$ cat config.mk
export PLATFORM = sky130hd
export DESIGN_NAME = lock_top
export DESIGN_NICKNAME = d
export VERILOG_FILES = /design/src/source/lock_pkg.sv /design/src/source/lock_top.sv /design/src/source/buzzer_ctrl.sv /design/src/source/lockout_timer.sv /design/src/source/code_entry.sv /design/src/source/key_decoder.sv
export SDC_FILE = /design/constraint.sdc
export NUM_CORES = 1
export LEC_CHECK = 0
export BUFFER_PORTS_ARGS = -buffer_cell sky130_fd_sc_hd__buf_2
export CORE_MARGIN = 2
export CORE_UTILIZATION = 50
export DETAILED_ROUTE_END_ITERATION = 12
export PLACE_DENSITY = 0.67
export REMOVE_ABC_BUFFERS = 1
export SYNTH_ARGS = -nofsm -noshare
export SYNTH_HDL_FRONTEND = slang
export SYNTH_SLANG_ARGS = --single-unit
$ cat constraint.sdc
create_clock -name clk -period 1.9 [get_ports clk]
set_input_delay 0.285 -clock clk [delete_from_list [all_inputs] [get_ports clk]]
set_output_delay 0.285 -clock clk [all_outputs]
set_load 0.02 [all_outputs]
$ cat src/source/lock_pkg.sv
package lock_pkg;

    typedef logic [3:0]  bcd_digit_t;
    typedef logic [11:0] display_t;    // three bcd nibbles, msd first
    typedef logic [1:0]  tries_t;

    typedef enum logic [1:0] {
        KEY_DIGIT,
        KEY_ENTER,
        KEY_CLEAR_ENTRY,
        KEY_CLEAR_ALL
    } key_kind_t;

    typedef enum logic [1:0] {
        TONE_CLICK,
        TONE_SUCCESS,
        TONE_FAIL
    } tone_t;

    localparam bcd_digit_t BLANK_DIGIT   = 4'hF;
    localparam display_t   BLANK_DISPLAY = 12'hFFF;
    localparam display_t   PASS_DISPLAY  = 12'hBCC;
    localparam display_t   SECRET_CODE   = 12'h246;

    localparam tries_t     MAX_TRIES       = 2'd3;
    localparam logic [7:0] LOCKOUT_SECONDS = 8'h20;   // bcd

    // bit positions in the one-hot keypad word
    localparam int KEY_BIT_ENTER       = 0;
    localparam int KEY_BIT_D3          = 5;
    localparam int KEY_BIT_D2          = 6;
    localparam int KEY_BIT_D1          = 7;
    localparam int KEY_BIT_CLEAR_ALL   = 8;
    localparam int KEY_BIT_D6          = 9;
    localparam int KEY_BIT_D5          = 10;
    localparam int KEY_BIT_D4          = 11;
    localparam int KEY_BIT_CLEAR_ENTRY = 12;
    localparam int KEY_BIT_D9          = 13;
    localparam int KEY_BIT_D8          = 14;
    localparam int KEY_BIT_D7          = 15;

    localparam int CLICK_MS   = 200;
    localparam int SUCCESS_MS = 600;
    localparam int FAIL_MS    = 300;

    localparam int PITCH_HIGH = 4;
    localparam int PITCH_MID  = 2;
    localparam int PITCH_LOW  = 1;

    localparam int MS_PER_SECOND = 1000;

endpackage
$ cat src/source/lock_top.sv
`timescale 1ns/1ps

module lock_top #(
    parameter int cycles_per_ms = 50000
) (
    input  logic               clk,
    input  logic               rst,
    input  logic [15:0]        keys,
    output lock_pkg::display_t display,
    output lock_pkg::tries_t   tries,
    output logic               unlocked,
    output logic               lockout,
    output logic               buzzer
);
    import lock_pkg::*;

    logic       key_valid;
    key_kind_t  key_kind;
    bcd_digit_t key_digit;
    logic       tone_start;
    tone_t      tone_sel;
    logic       lockout_start;
    logic       lockout_done;
    logic [7:0] lockout_count;
    logic       ms_tick;

    key_decoder i_key_decoder (
        .clk       (clk),
        .rst       (rst),
        .keys      (keys),
        .key_valid (key_valid),
        .key_kind  (key_kind),
        .key_digit (key_digit)
    );

    code_entry i_code_entry (
        .clk           (clk),
        .rst           (rst),
        .key_valid     (key_valid),
        .key_kind      (key_kind),
        .key_digit     (key_digit),
        .lockout_count (lockout_count),
        .lockout_done  (lockout_done),
        .display       (display),
        .tries         (tries),
        .unlocked      (unlocked),
        .lockout       (lockout),
        .tone_start    (tone_start),
        .tone_sel      (tone_sel),
        .lockout_start (lockout_start)
    );

    lockout_timer #(
        .cycles_per_ms (cycles_per_ms)
    ) i_lockout_timer (
        .clk           (clk),
        .rst           (rst),
        .lockout_start (lockout_start),
        .ms_tick       (ms_tick),
        .lockout_count (lockout_count),
        .lockout_done  (lockout_done)
    );

    buzzer_ctrl #(
        .cycles_per_ms (cycles_per_ms)
    ) i_buzzer_ctrl (
        .clk        (clk),
        .rst        (rst),
        .ms_tick    (ms_tick),
        .tone_start (tone_start),
        .tone_sel   (tone_sel),
        .buzzer     (buzzer)
    );

endmodule

$ cat src/source/buzzer_ctrl.sv
`timescale 1ns/1ps

module buzzer_ctrl #(
    parameter int cycles_per_ms = 50000
) (
    input  logic            clk,
    input  logic            rst,
    input  logic            ms_tick,
    input  logic            tone_start,
    input  lock_pkg::tone_t tone_sel,
    output logic            buzzer
);
    import lock_pkg::*;

    // half-periods in cycles, never below one
    localparam int HALF_HIGH = (cycles_per_ms >= PITCH_HIGH) ? cycles_per_ms / PITCH_HIGH : 1;
    localparam int HALF_MID  = (cycles_per_ms >= PITCH_MID) ? cycles_per_ms / PITCH_MID : 1;
    localparam int HALF_LOW  = (cycles_per_ms >= PITCH_LOW) ? cycles_per_ms / PITCH_LOW : 1;
    localparam int HALF_W    = $clog2(cycles_per_ms + 1);
    localparam int DUR_W     = $clog2(SUCCESS_MS + 1);  // longest tone
    localparam int GAP_START = FAIL_MS / 3;
    localparam int GAP_END   = 2 * FAIL_MS / 3;

    tone_t             sel_q;
    logic              active;
    logic              wave;
    logic [HALF_W-1:0] half_cnt;
    logic [HALF_W-1:0] half_len;
    logic [DUR_W-1:0]  dur_cnt;    // elapsed ms ticks
    logic [DUR_W-1:0]  dur_len;
    logic              gap;

    always_comb begin
        case (sel_q)
            TONE_SUCCESS: begin
                half_len = HALF_W'(HALF_HIGH);
                dur_len  = DUR_W'(SUCCESS_MS);
            end
            TONE_FAIL: begin
                half_len = HALF_W'(HALF_LOW);
                dur_len  = DUR_W'(FAIL_MS);
            end
            default: begin  // key click
                half_len = HALF_W'(HALF_MID);
                dur_len  = DUR_W'(CLICK_MS);
            end
        endcase
    end

    // fail tone is broken in its middle third
    assign gap    = (sel_q == TONE_FAIL) && (dur_cnt >= DUR_W'(GAP_START))
                    && (dur_cnt < DUR_W'(GAP_END));
    assign buzzer = active && wave && !gap;

    always_ff @(posedge clk) begin
        if (tone_start) begin
            sel_q <= tone_sel;
        end
    end

    always_ff @(posedge clk) begin
        if (rst) begin
            active   <= 1'b0;
            wave     <= 1'b0;
            half_cnt <= '0;
            dur_cnt  <= '0;
        end else if (tone_start) begin  // restart even mid-tone
            active   <= 1'b1;
            wave     <= 1'b1;
            half_cnt <= '0;
            dur_cnt  <= '0;
        end else if (active) begin
            if (half_cnt == half_len - 1'b1) begin
                half_cnt <= '0;
                wave     <= ~wave;
            end else begin
                half_cnt <= half_cnt + 1'b1;
            end
            if (ms_tick) begin
                if (dur_cnt == dur_len - 1'b1) begin
                    active <= 1'b0;
                    wave   <= 1'b0;
                end else begin
                    dur_cnt <= dur_cnt + 1'b1;
                end
            end
        end
    end

endmodule

$ cat src/source/lockout_timer.sv
`timescale 1ns/1ps

module lockout_timer #(
    parameter int cycles_per_ms = 50000
) (
    input  logic       clk,
    input  logic       rst,
    input  logic       lockout_start,
    output logic       ms_tick,
    output logic [7:0] lockout_count,
    output logic       lockout_done
);
    import lock_pkg::*;

    localparam int PRE_W = $clog2(cycles_per_ms + 1);
    localparam int SEC_W = $clog2(MS_PER_SECOND);

    logic [PRE_W-1:0] pre_cnt;    // cycles within one ms
    logic [SEC_W-1:0] ms_cnt;     // ms within one second
    logic             running;
    logic [7:0]       count_dec;

    // free-running ms prescaler
    always_ff @(posedge clk) begin
        if (rst) begin
            pre_cnt <= '0;
            ms_tick <= 1'b0;
        end else if (pre_cnt == PRE_W'(cycles_per_ms - 1)) begin
            pre_cnt <= '0;
            ms_tick <= 1'b1;
        end else begin
            pre_cnt <= pre_cnt + 1'b1;
            ms_tick <= 1'b0;
        end
    end

    // bcd step down, borrow from the tens
    always_comb begin
        if (lockout_count[3:0] == 4'd0) begin
            count_dec = {lockout_count[7:4] - 4'd1, 4'd9};
        end else begin
            count_dec = {lockout_count[7:4], lockout_count[3:0] - 4'd1};
        end
    end

    always_ff @(posedge clk) begin
        lockout_done <= 1'b0;
        if (rst) begin
            running       <= 1'b0;
            ms_cnt        <= '0;
            lockout_count <= '0;
        end else if (lockout_start) begin
            running       <= 1'b1;
            ms_cnt        <= '0;  // full first second
            lockout_count <= LOCKOUT_SECONDS;
        end else if (running && ms_tick) begin
            if (ms_cnt == SEC_W'(MS_PER_SECOND - 1)) begin
                ms_cnt        <= '0;
                lockout_count <= count_dec;
                if (lockout_count == 8'h01) begin  // reaching 00, hold there
                    running      <= 1'b0;
                    lockout_done <= 1'b1;
                end
            end else begin
                ms_cnt <= ms_cnt + 1'b1;
            end
        end
    end

endmodule

$ cat src/source/code_entry.sv
`timescale 1ns/1ps

module code_entry (
    input  logic                  clk,
    input  logic                  rst,
    input  logic                  key_valid,
    input  lock_pkg::key_kind_t   key_kind,
    input  lock_pkg::bcd_digit_t  key_digit,
    input  logic [7:0]            lockout_count,
    input  logic                  lockout_done,
    output lock_pkg::display_t    display,
    output lock_pkg::tries_t      tries,
    output logic                  unlocked,
    output logic                  lockout,
    output logic                  tone_start,
    output lock_pkg::tone_t       tone_sel,
    output logic                  lockout_start
);
    import lock_pkg::*;

    typedef enum logic [1:0] {
        ST_ENTRY,
        ST_UNLOCKED,
        ST_LOCKOUT,
        ST_EXPIRED
    } entry_state_t;

    entry_state_t state;
    display_t     entry_q;     // digits as shown outside lockout
    logic [1:0]   digit_cnt;
    tries_t       tries_inc;
    logic         accepted;
    logic         enter_full;
    logic         code_match;

    assign accepted   = key_valid && (state != ST_LOCKOUT);  // keys dead during countdown
    assign enter_full = key_valid && (state == ST_ENTRY) && (key_kind == KEY_ENTER)
                        && (digit_cnt == 2'd3);
    assign code_match = (entry_q == SECRET_CODE);
    assign tries_inc  = tries + 2'd1;

    always_ff @(posedge clk) begin
        tone_start    <= accepted;
        lockout_start <= 1'b0;
        if (rst) begin
            state         <= ST_ENTRY;
            entry_q       <= BLANK_DISPLAY;
            digit_cnt     <= '0;
            tries         <= '0;
            tone_start    <= 1'b0;
        end else begin
            case (state)
                ST_ENTRY: begin
                    if (key_valid) begin
                        case (key_kind)
                            KEY_DIGIT: begin
                                if (digit_cnt < 2'd3) begin  // fourth digit dropped
                                    entry_q   <= {entry_q[7:0], key_digit};
                                    digit_cnt <= digit_cnt + 2'd1;
                                end
                            end
                            KEY_CLEAR_ENTRY: begin
                                entry_q   <= BLANK_DISPLAY;
                                digit_cnt <= '0;
                            end
                            KEY_CLEAR_ALL: begin
                                entry_q   <= BLANK_DISPLAY;
                                digit_cnt <= '0;
                                tries     <= '0;
                            end
                            default: begin
                                if (enter_full) begin
                                    digit_cnt <= '0;
                                    if (code_match) begin
                                        state   <= ST_UNLOCKED;
                                        entry_q <= PASS_DISPLAY;
                                    end else if (tries_inc == MAX_TRIES) begin
                                        state         <= ST_LOCKOUT;
                                        entry_q       <= BLANK_DISPLAY;
                                        tries         <= '0;
                                        lockout_start <= 1'b1;
                                    end else begin
                                        entry_q <= BLANK_DISPLAY;
                                        tries   <= tries_inc;
                                    end
                                end
                            end
                        endcase
                    end
                end
                ST_LOCKOUT: begin
                    if (lockout_done) begin
                        state   <= ST_EXPIRED;
                        entry_q <= 12'h000;
                    end
                end
                default: begin  // unlocked or expired, only clear-all counts
                    if (key_valid && key_kind == KEY_CLEAR_ALL) begin
                        state     <= ST_ENTRY;
                        entry_q   <= BLANK_DISPLAY;
                        digit_cnt <= '0;
                        tries     <= '0;
                    end
                end
            endcase
        end
    end

    // tone choice rides along with tone_start
    always_ff @(posedge clk) begin
        if (enter_full) begin
            tone_sel <= code_match ? TONE_SUCCESS : TONE_FAIL;
        end else if (key_valid) begin
            tone_sel <= TONE_CLICK;
        end
    end

    always_comb begin
        if (state != ST_LOCKOUT) begin
            display = entry_q;
        end else if (lockout_start) begin
            display = {4'h0, LOCKOUT_SECONDS};  // count not loaded yet
        end else begin
            display = {4'h0, lockout_count};
        end
    end

    assign unlocked = (state == ST_UNLOCKED);
    assign lockout  = (state == ST_LOCKOUT) || (state == ST_EXPIRED);

endmodule

$ cat src/source/key_decoder.sv
`timescale 1ns/1ps

module key_decoder (
    input  logic                  clk,
    input  logic                  rst,
    input  logic [15:0]           keys,
    output logic                  key_valid,
    output lock_pkg::key_kind_t   key_kind,
    output lock_pkg::bcd_digit_t  key_digit
);
    import lock_pkg::*;

    logic [15:0] keys_cur;     // sampled keypad word
    logic [15:0] keys_prev;    // sample from the cycle before
    logic        mapped;
    key_kind_t   dec_kind;
    bcd_digit_t  dec_digit;

    always_comb begin
        mapped    = 1'b1;
        dec_kind  = KEY_DIGIT;
        dec_digit = BLANK_DIGIT;
        case (keys_cur)
            16'h1 << KEY_BIT_ENTER:       dec_kind = KEY_ENTER;
            16'h1 << KEY_BIT_CLEAR_ALL:   dec_kind = KEY_CLEAR_ALL;
            16'h1 << KEY_BIT_CLEAR_ENTRY: dec_kind = KEY_CLEAR_ENTRY;
            16'h1 << KEY_BIT_D1:          dec_digit = 4'd1;
            16'h1 << KEY_BIT_D2:          dec_digit = 4'd2;
            16'h1 << KEY_BIT_D3:          dec_digit = 4'd3;
            16'h1 << KEY_BIT_D4:          dec_digit = 4'd4;
            16'h1 << KEY_BIT_D5:          dec_digit = 4'd5;
            16'h1 << KEY_BIT_D6:          dec_digit = 4'd6;
            16'h1 << KEY_BIT_D7:          dec_digit = 4'd7;
            16'h1 << KEY_BIT_D8:          dec_digit = 4'd8;
            16'h1 << KEY_BIT_D9:          dec_digit = 4'd9;
            default:                      mapped = 1'b0;  // release, unmapped or multi-key
        endcase
    end

    always_ff @(posedge clk) begin
        if (rst) begin
            keys_cur  <= '0;
            keys_prev <= '0;
            key_valid <= 1'b0;
        end else begin
            keys_cur  <= keys;
            keys_prev <= keys_cur;
            key_valid <= mapped && (keys_cur != keys_prev);  // once per new key
        end
    end

    always_ff @(posedge clk) begin
        key_kind  <= dec_kind;
        key_digit <= dec_digit;
    end

endmodule

==> results_dict.tcl, run 1 <==
set metrics [dict create \
    status "complete, but fails checks" \
    violations "setup timing" \
    hp-class "input pin to flip-flop" \
    avgSynthCellArea_um2 8.878 \
    drt_wl_total_um 12180 \
    gp_congestion 0.8744 \
    cts_tree "yes" \
    netSwitchingFraction_pct 22.49 \
    synth.area.top_cells "dfxtp_1, xnor2_1, nor2_1, xor2_1, nor2b_1" \
    hpwl_um 8336 \
    dieHeight_um 112.3 \
    synth_ff_type "dfxtp_1" \
    nets 746 \
    cts.htree.levels 4 \
    critPathKind "flip-flop to output port" \
    pwr-share-clk_pct 51.6 \
    fmax_mhz 501.4 \
    vias 4715 \
    clock_path_buffers 2 \
    drive_above_1_share_pct 19.75 \
    start_util_pct 51.39 \
    antenna_found_initial 0 \
    final_util_pct 62.72 \
    clock_skew_ps 7.014 \
    viasPerCell 5.407 \
    die_x_um 112.3 \
    ys_ff_latch 128 \
    setup_ws_ps -94.37 \
    routedWlPerCell_um 13.96 \
    grt-ovfl-total 0 \
    path_clk_slew_ps 60 \
    critPathMaxFanout 6 \
    tightest_slew_ps 417.9 \
    hold_viol_final 0 \
    synthDominantCellAreaShare_pct 42.30 \
    track_usage_pct 19.87 \
    clk_latency_ps 410 \
    peakVddDrop_mv 1.313 \
    internal_power_mw 4.902 \
    power_switching_mw 1.422 \
    area_growth_pct 22.05 \
    first_global_vias 4484 \
    synth_area_um2 5868 \
    yosysTopAreaCell "dfxtp_1" \
    drc 0 \
    rsz0062_at_grt "yes" \
    required_ps 1620 \
    n_fill_cell 989 \
    synth_cell_types 61 \
    dr.pass1.iters 4 \
    cts.sinks 128 \
    drv_cap 0 \
    netlist_instances 661 \
    setup.worst_path.end_class "output port" \
    p_leak_nw 2.700 \
    finalPower_mw 6.325 \
    grt_pass1_wl_um 20360 \
    powerDensity_nw_per_um2 883.1 \
    portBuffers 34 \
    cts_inserted_buffers 17 \
    grt_max_degree 24 \
    place_inst 836 \
    yosys_warnings 0 \
    slew_viol_final 0 \
    dieArea_um2 12620 \
    synth_edf_count 4 \
    fin_crit_ps 1994 \
    p_comb_share_pct 4.1 \
    min_period_over_period_pct 105.0 \
    core_area_um2 11420 \
    dp_slack_ps -99.20 \
    root_buffer "clkbuf_16" \
    yosysSeqAreaShare_pct 44.35 \
    setup_violations 24 \
    instances_no_fill 872 \
    maxSlewHeadroom_pct 71.88 \
    insertedDiodeCount 0 \
    cp_data_arrival_time_ps 1710 \
    num_rows 39 \
    postRouteAntennaNets 0 \
    cts_hold_buf 0 \
    start_kind "flip-flop" \
    async_flop_share_pct 0 \
    first_iter_violations 313 \
    pwr-share-seq_pct 44.3 \
    ioPinCount 35 \
]
==> logic make-up (layout without fill, tap and decap cells) <==
kind of cell    Yosys count  after routing  synth area share [%]
buf+inv                  44            112                 3.113
simple gates            313            313                 28.23
compound gates           84             84                 9.659
mux                       6              6                 1.045
fa+ha+maj                12             12                 2.559
flops                   128            128                 44.35
xor+xnor                 74             74                 11.04
==> Yosys cell counts, types with 11 or more instances <==
library cell  instances
nor4_1               11
xnor2_1              46
xor2_1               28
nor2_1               84
clkbuf_1             24
nand2_1              54
nor3_1               17
o21ai_0              24
ha_1                 12
nor2b_1              38
a21oi_1              21
nand3_1              22
inv_1                11
dfxtp_1             124
nand4_1              17
==> repair_timing <==
action,CTS,global route
resized for setup,19,29
setup buffers,1,2
gates cloned,1,0
pin swaps,10,14
setup endpoints to repair,31,44
==> per-stage QoR <==
| stage | hold WS, ps | TNS, ps | cell area [um^2] |
|---|---|---|---|
| after floorplan | 354.1 | -737.1 | 5727 |
| after detailed placement | 405.2 | -1982 | 6321 |
| after global routing | 65.94 | -3918 | 7162 |
| after global placement | 409.7 | -985.2 | 6321 |
| after CTS | 61.22 | -577.6 | 7014 |
| final | 78.75 | -553.8 | 7162 |
==> power groups by stage <==
stage,logic (mW),registers (mW),clock network [mW]
after floorplan,0.153,2.85,0
after global routing,0.291,2.81,3.45
after detailed placement,0.256,2.86,0
after global placement,0.248,2.85,0
after CTS,0.259,2.80,3.33
final,0.259,2.80,3.27
==> cell usage in the layout (no fill, tap or decap), types with 20 or more instances in the layout <==
master and instances:
xor2_1 28, xnor2_1 44, nand2_1 54, dfxtp_1 121, nand3_1 22, buf_2 32
buf_4 31, nor2_1 84, nor2b_1 37, a21oi_1 20, o21ai_0 21
==> path summary, 6_finish.rpt <==
| check | cells past startpoint | slack (ps) | start | end |
|---|---|---|---|---|
| worst min register to register | 0 | 420 | i_code_entry.tone_sel[1] | i_buzzer_ctrl.sel_q[1] |
| worst max-delay path | 5 | -90 | i_buzzer_ctrl.sel_q[1] | buzzer |
| worst min-delay path | 2 | 80 | keys[5] | i_key_decoder.keys_cur[5] |
| worst max register to register | 8 | -90 | i_buzzer_ctrl.sel_q[1] | i_buzzer_ctrl.dur_cnt[1] |
==> final cells by class <==
class                           instances  area (um^2)  area share (%)
Multi-Input combinational cell        489         3262           45.55
Sequential cell                       128         2606           36.39
Timing Repair Buffer                   69        469.2           6.551
Clock buffer                           19        452.9           6.324
Tap cell                              143        178.9           2.498
Clock inverter                         13        151.4           2.114
Inverter                               11        41.29          0.5765
==> registers in the layout, indices dropped and copies added, names as in the netlist, 4 cells and up <==
signal / count
i_lockout_timer.pre_cnt: 16
i_buzzer_ctrl.dur_cnt: 10
i_lockout_timer.ms_cnt: 10
i_buzzer_ctrl.half_cnt: 16
i_key_decoder.keys_cur: 16
i_key_decoder.keys_prev: 16
i_lockout_timer.lockout_count: 8
i_key_decoder.key_digit: 4
i_code_entry.entry_q: 12
==> per-layer routing <==
layer / track usage [%] / part of all wire (%) / vias up
li1: - / - / 2389
met1: 23.91 / 46 / 2231
met2: 33.61 / 49 / 80
met3: 6.641 / 3.9 / 15
met4: 6.504 / 1.2 / 0
met5: 0 / 0 / -
==> critical path, cell delays in order (launching register included) <==
cell      delay [ps]
edfxtp_1         440
buf_4            160
ha_2             220
buf_4            150
a31oi_2          170
buf_4            160
Note: power is estimated with default switching activity, not from simulation.
==> run 2: changes to the inputs <==
SYNTH_HIERARCHICAL = 1   (was unset)
==> run 2 against run 1 <==
Net effect: the flow still finishes with violations (setup timing); first-iteration DRC count grew 8.6%; die area grew 5.3%; clock power shrank 12%; critical path depth grew 3; sequential share of layout area shrank 2.1 points; fmax shrank 9.4%; count of clock-buffer cells in the layout grew 4; register-to-register slack lost 210 ps; non-clock buffer count grew 28; final area grew 6.4%; clock skew grew 2.1 ps; hold slack lost 6.2 ps; largest cell class unchanged.
==> results_dict.tcl, run 2 <==
set metrics [dict create \
    powerDensity_nw_per_um2 794.5 \
    core_area_um2 12060 \
    start_kind "flip-flop" \
    mostFrequentLayoutCells "dfxtp_1, nor2_1, buf_4" \
    portBuffers 34 \
    ys_ff_latch 128 \
    fin_crit_ps 2202 \
    status "complete, but fails checks" \
    synth.area.top_cells "dfxtp_1, xnor2_1, nor2_1, nor2b_1, nand2_1" \
    async_flop_share_pct 0 \
    rsz0062_at_grt "yes" \
    p_leak_nw 2.762 \
    viasPerCell 5.407 \
    min_period_over_period_pct 115.9 \
    tightest_slew_ps 448.7 \
    synthDominantCellAreaShare_pct 40.09 \
    violations "setup timing" \
    place_inst 919 \
    gp_congestion 0.8676 \
    maxSlewHeadroom_pct 69.81 \
    ioPinCount 35 \
    die_x_um 115.3 \
    n_fill_cell 1011 \
    cts.htree.levels 4 \
    instances_no_fill 955 \
    fmax_mhz 454.1 \
    drv_cap 0 \
    hp-class "input pin to flip-flop" \
    dp_slack_ps -188.6 \
    grt_pass1_wl_um 22380 \
    peakVddDrop_mv 0.6035 \
    regArea_um2 2610 \
    reg2regPathDepth 8 \
    grt_max_degree 28 \
    synth_edf_count 4 \
    synth_commonest_cells "dfxtp_1, nor2_1, xnor2_1" \
    multi_input_area_um2 3501 \
    first_global_vias 4854 \
    avgSynthCellArea_um2 8.910 \
    root_buffer "clkbuf_16" \
    synth_ff_type "dfxtp_1" \
    yosys_warnings 6 \
    synth_area_um2 6192 \
    whs_path_depth 2 \
    cts_tree "yes" \
    antenna_found_initial 0 \
    critPathKind "flip-flop to flip-flop" \
    hpwl_um 9239 \
    finalPower_mw 6.055 \
    finalInstanceArea_um2 7621 \
    first_iter_violations 340 \
    vias 5164 \
    cts_inserted_buffers 17 \
    netlist_instances 695 \
    required_ps 2210 \
    postRouteAntennaNets 0 \
    num_rows 40 \
    cts.sinks 128 \
    yosysSeqAreaShare_pct 42.03 \
    grt-ovfl-total 0 \
    start_util_pct 51.34 \
    clock_skew_ps 9.146 \
    drc 0 \
    hold_viol_final 0 \
    yosysTopAreaCell "dfxtp_1" \
    dieArea_um2 13290 \
    track_usage_pct 21.29 \
    insertedDiodeCount 0 \
    setup.worst_path.end_class "flip-flop" \
    clk_latency_ps 420 \
    clock_path_buffers 2 \
    path_clk_slew_ps 60 \
    nets 804 \
    drt_wl_total_um 13460 \
    cp_data_arrival_time_ps 2510 \
    dr.pass1.iters 4 \
    critPathMaxFanout 3 \
    dieHeight_um 115.3 \
    placed_area_um2 6842 \
    slew_viol_final 0 \
    drive_above_1_share_pct 23.76 \
    final_common_cell "dfxtp_1" \
    setup_ws_ps -302.0 \
    area_growth_pct 23.08 \
    routedWlPerCell_um 14.10 \
    setup_violations 24 \
    synth_most_common_cell "dfxtp_1" \
    synth_cell_types 77 \
]
-- run 2: cell types whose count changed in the layout (fill, tap and decap cells not counted), sizes merged, moves of 7 or more --
cell,previous run,this run
xor2,28,14
nand2,54,42
nand3b,1,8
or4,5,13
a211o,0,7
nor2,84,67
buf,69,97
-- run 2: critical path, cell delays in order (launching register included) --
cell	delay [ps]
edfxtp_1	430
buf_6	150
ha_4	150
or3b_1	370
a222oi_1	330
buf_4	180
nand4_1	160
xnor2_1	170
o21a_1	160
-- run 2: worst paths after layout --
kind | startpoint | end | slack, ps
setup / recovery | i_buzzer_ctrl/sel_q[0] | i_buzzer_ctrl/wave | -300
hold / removal | keys[5] | i_key_decoder/keys_cur[5] | 70
setup reg to reg | i_buzzer_ctrl/sel_q[0] | i_buzzer_ctrl/wave | -300
hold reg to reg | i_code_entry/tone_sel[0] | i_buzzer_ctrl/sel_q[0] | 430
-- run 2: layout make-up --
class	instances	share of cell area, %
multi-input combinational	509	45.94
sequential	128	34.25
clock inverter	9	0.8045
clock buffer	23	6.140
timing repair buffer	97	9.079
tap	168	2.758
inverter	21	1.034
-- run 2: cells by family after synthesis --
kind of cell,count (synthesis),share of synthesized area (%)
buffers and inverters,58,4.283
adders and majority gates,12,2.425
muxes,3,0.5052
xor gates and xnor gates,66,9.335
DFF,128,42.03
and+or+nand+nor,318,29.16
AOI/OAI and AO/OA,110,12.27
-- run 2: report_power, final --
part / internal (mW) / switching [mW] / total, mW
Clock: 1.72 / 1.14 / 2.87
Combinational: 0.185 / 0.200 / 0.385
Sequential: 2.76 / 0.0431 / 2.80
Total: 4.67 / 1.39 / 6.06
-- run 2: repair_timing --
action                     4_1_cts  5_1_grt
cloned                           0        0
setup endpoints to repair       40       43
hold buffers                     0        0
gates resized for setup         32       24
pin swaps                       14       14
buffers inserted                 3        1
-- run 2: per-stage QoR --
step	TNS [ps]	utilization (%)	hold slack (ps)
floorplan	-907.1	-	354.1
global placement	-1766	56.72	418.1
detailed placement	-2929	56.72	415.0
CTS	-4011	62.44	55.71
global route	-7207	63.18	66.70
finish	-4226	63.18	72.59
-- run 2: routing by layer --
metal	global-route usage, %	wire [um]	vias up
li1	-	-	2628
met1	26.70	6094	2407
met4	12.45	296	0
met5	0	0	-
met2	34.27	6586	107
met3	4.006	484	22
==> run 3: changes to the inputs <==
CORE_UTILIZATION = 44   (was 50)
PLACE_DENSITY = 0.6   (was 0.67)
RECOVER_POWER = 25   (was unset)
==> run 3 against run 2 <==
Net effect: the run still ends with setup timing left; non-clock buffer count grew 7; register-to-register slack improved by 97 ps; die area grew 13%; power up 9.3%; routed wire length increased by 3.0%; first-iteration DRC count shrank 24%; sequential share of layout area shrank 0.95 points; clock power up 20%; critical path depth did not move; count of clock-buffer cells in the layout fell by 5; critical path type unchanged.
==> results_dict.tcl, run 3 (synthesis gave the netlist of run 2 again) <==
set metrics [dict create \
    status "complete, but fails checks" \
    violations "setup timing" \
    min_period_over_period_pct 110.8 \
    cp_data_arrival_time_ps 2410 \
    peakVddDrop_mv 0.8197 \
    drt_wl_total_um 13860 \
    hp-class "input pin to flip-flop" \
    core_area_um2 13830 \
    dr.pass1.iters 5 \
    viasPerCell 5.343 \
    clock_path_buffers 2 \
    fmax_mhz 475.0 \
    clock_skew_ps 10.00 \
    cp_cell_sequence "buf_6, ha_4, or3b_1, a222oi_1, buf_4, nand4_1, xnor2_1, o21a_1" \
    dieArea_um2 15040 \
    path_clk_slew_ps 60 \
    clk_latency_ps 420 \
    setup_violations 22 \
    start_util_pct 44.78 \
    postRouteAntennaNets 0 \
    ioPinCount 35 \
    nets 811 \
    vias 5199 \
    drc 0 \
    rsz0062_at_grt "yes" \
    cts.sinks 128 \
    cp_slowest_cell "edfxtp_1" \
    insertedDiodeCount 0 \
    critPathMaxFanout 3 \
    root_buffer "clkbuf_16" \
    antenna_found_initial 0 \
    area_growth_pct 26.33 \
    worst_path_largest_cell_delay_ps 410 \
    tightest_slew_ps 1136 \
    gp_congestion 0.8485 \
    critPathKind "flip-flop to flip-flop" \
    finalSetupTns_ps -3038 \
    dp_slack_ps -196.6 \
    slew_viol_final 0 \
    track_usage_pct 19.72 \
    dieHeight_um 122.6 \
    setup.worst_path.end_class "flip-flop" \
    grt_pass1_wl_um 23570 \
    hpwl_um 9585 \
    powerDensity_nw_per_um2 846.4 \
    cts_inserted_buffers 17 \
    hold_viol_final 0 \
    portBuffers 34 \
    p_leak_nw 2.861 \
    maxSlewHeadroom_pct 24.30 \
    required_ps 2210 \
    hold_ws_ps 69.96 \
    die_x_um 122.6 \
    mostFrequentLayoutCells "dfxtp_1, nor2_1, buf_4" \
    final_common_cell "dfxtp_1" \
    cts.htree.levels 4 \
    first_iter_violations 258 \
    drive_above_1_share_pct 24.59 \
    setup_ws_ps -205.1 \
    drv_cap 0 \
    cts_tree "yes" \
    first_global_vias 5015 \
    routedWlPerCell_um 14.25 \
    grt-ovfl-total 0 \
    start_kind "flip-flop" \
    num_rows 43 \
    fin_crit_ps 2105 \
    grt_max_degree 29 \
]
[run 3: cell count changes in the layout (fill, tap and decap cells not counted), moves of 3 or more]
| cell | previous run | this run |
|---|---|---|
| buf_4 | 54 | 59 |
| o21ai_0 | 19 | 14 |
| o21ai_1 | 6 | 11 |
| buf_2 | 33 | 29 |
| bufinv_16 | 0 | 4 |
| clkinv_4 | 1 | 5 |
| clkinvlp_4 | 5 | 1 |
| nor2_1 | 65 | 61 |
| nor2_2 | 1 | 4 |
[run 3: layout make-up]
class	instances	area [um^2]
fillers	1232	6005
well taps	180	225.2
flip-flops and latches	128	2605
repair buffers	104	742.0
clock buffers	18	439.2
multi-input cells	509	3545
clock inverters	13	187.7
inverters	21	78.83
[run 3: worst paths after layout]
| check | from | end | slack (ps) | cells past startpoint |
|---|---|---|---|---|
| max | i_buzzer_ctrl/sel_q[0] | i_buzzer_ctrl/wave | -210 | 8 |
| min | keys[10] | i_key_decoder/keys_cur[10] | 70 | 2 |
| min reg2reg | i_code_entry/tone_sel[0] | i_buzzer_ctrl/sel_q[0] | 420 | 0 |
| max reg2reg | i_buzzer_ctrl/sel_q[0] | i_buzzer_ctrl/wave | -210 | 8 |
[run 3: repair_timing]
action,in CTS,in global routing
gates resized for setup,42,32
pin swaps,18,20
endpoints found under the setup margin,35,43
hold buffers,0,0
cloned,1,0
buffers inserted,5,2
[run 3: layer usage]
metal / GRT usage, % / part of all wire [%] / vias up / routed length, um
met5: 0 / 0 / - / 0
met4: 8.549 / 2.1 / 0 / 285
met3: 4.414 / 3.3 / 20 / 455
met2: 32.01 / 49 / 91 / 6748
met1: 25.17 / 46 / 2449 / 6371
li1: - / - / 2639 / -
[run 3: critical path: cells and delay by family, from the launching register on]
kind / cells / cell delay [ps]
fa+ha+maj: 1 / 150
xor+xnor: 1 / 170
compound gates: 2 / 460
buf+inv: 2 / 340
simple gates: 2 / 470
flops: 1 / 410
[run 3: per-stage QoR]
step	cell area, um^2	std cells	util [%]	total power [mW]
after floorplan	6006	658	-	3.062
after global placement	6874	935	49.71	3.215
after detailed placement	6874	935	49.71	3.224
after CTS	7696	971	55.66	6.686
after global routing	7823	973	56.57	6.868
final	7823	973	56.57	6.621
[run 3: power breakdown]
part           internal [mW]  total [mW]  switching [mW]
logic                  0.187       0.388           0.201
clock network           2.22        3.43            1.21
registers               2.76        2.80          0.0427
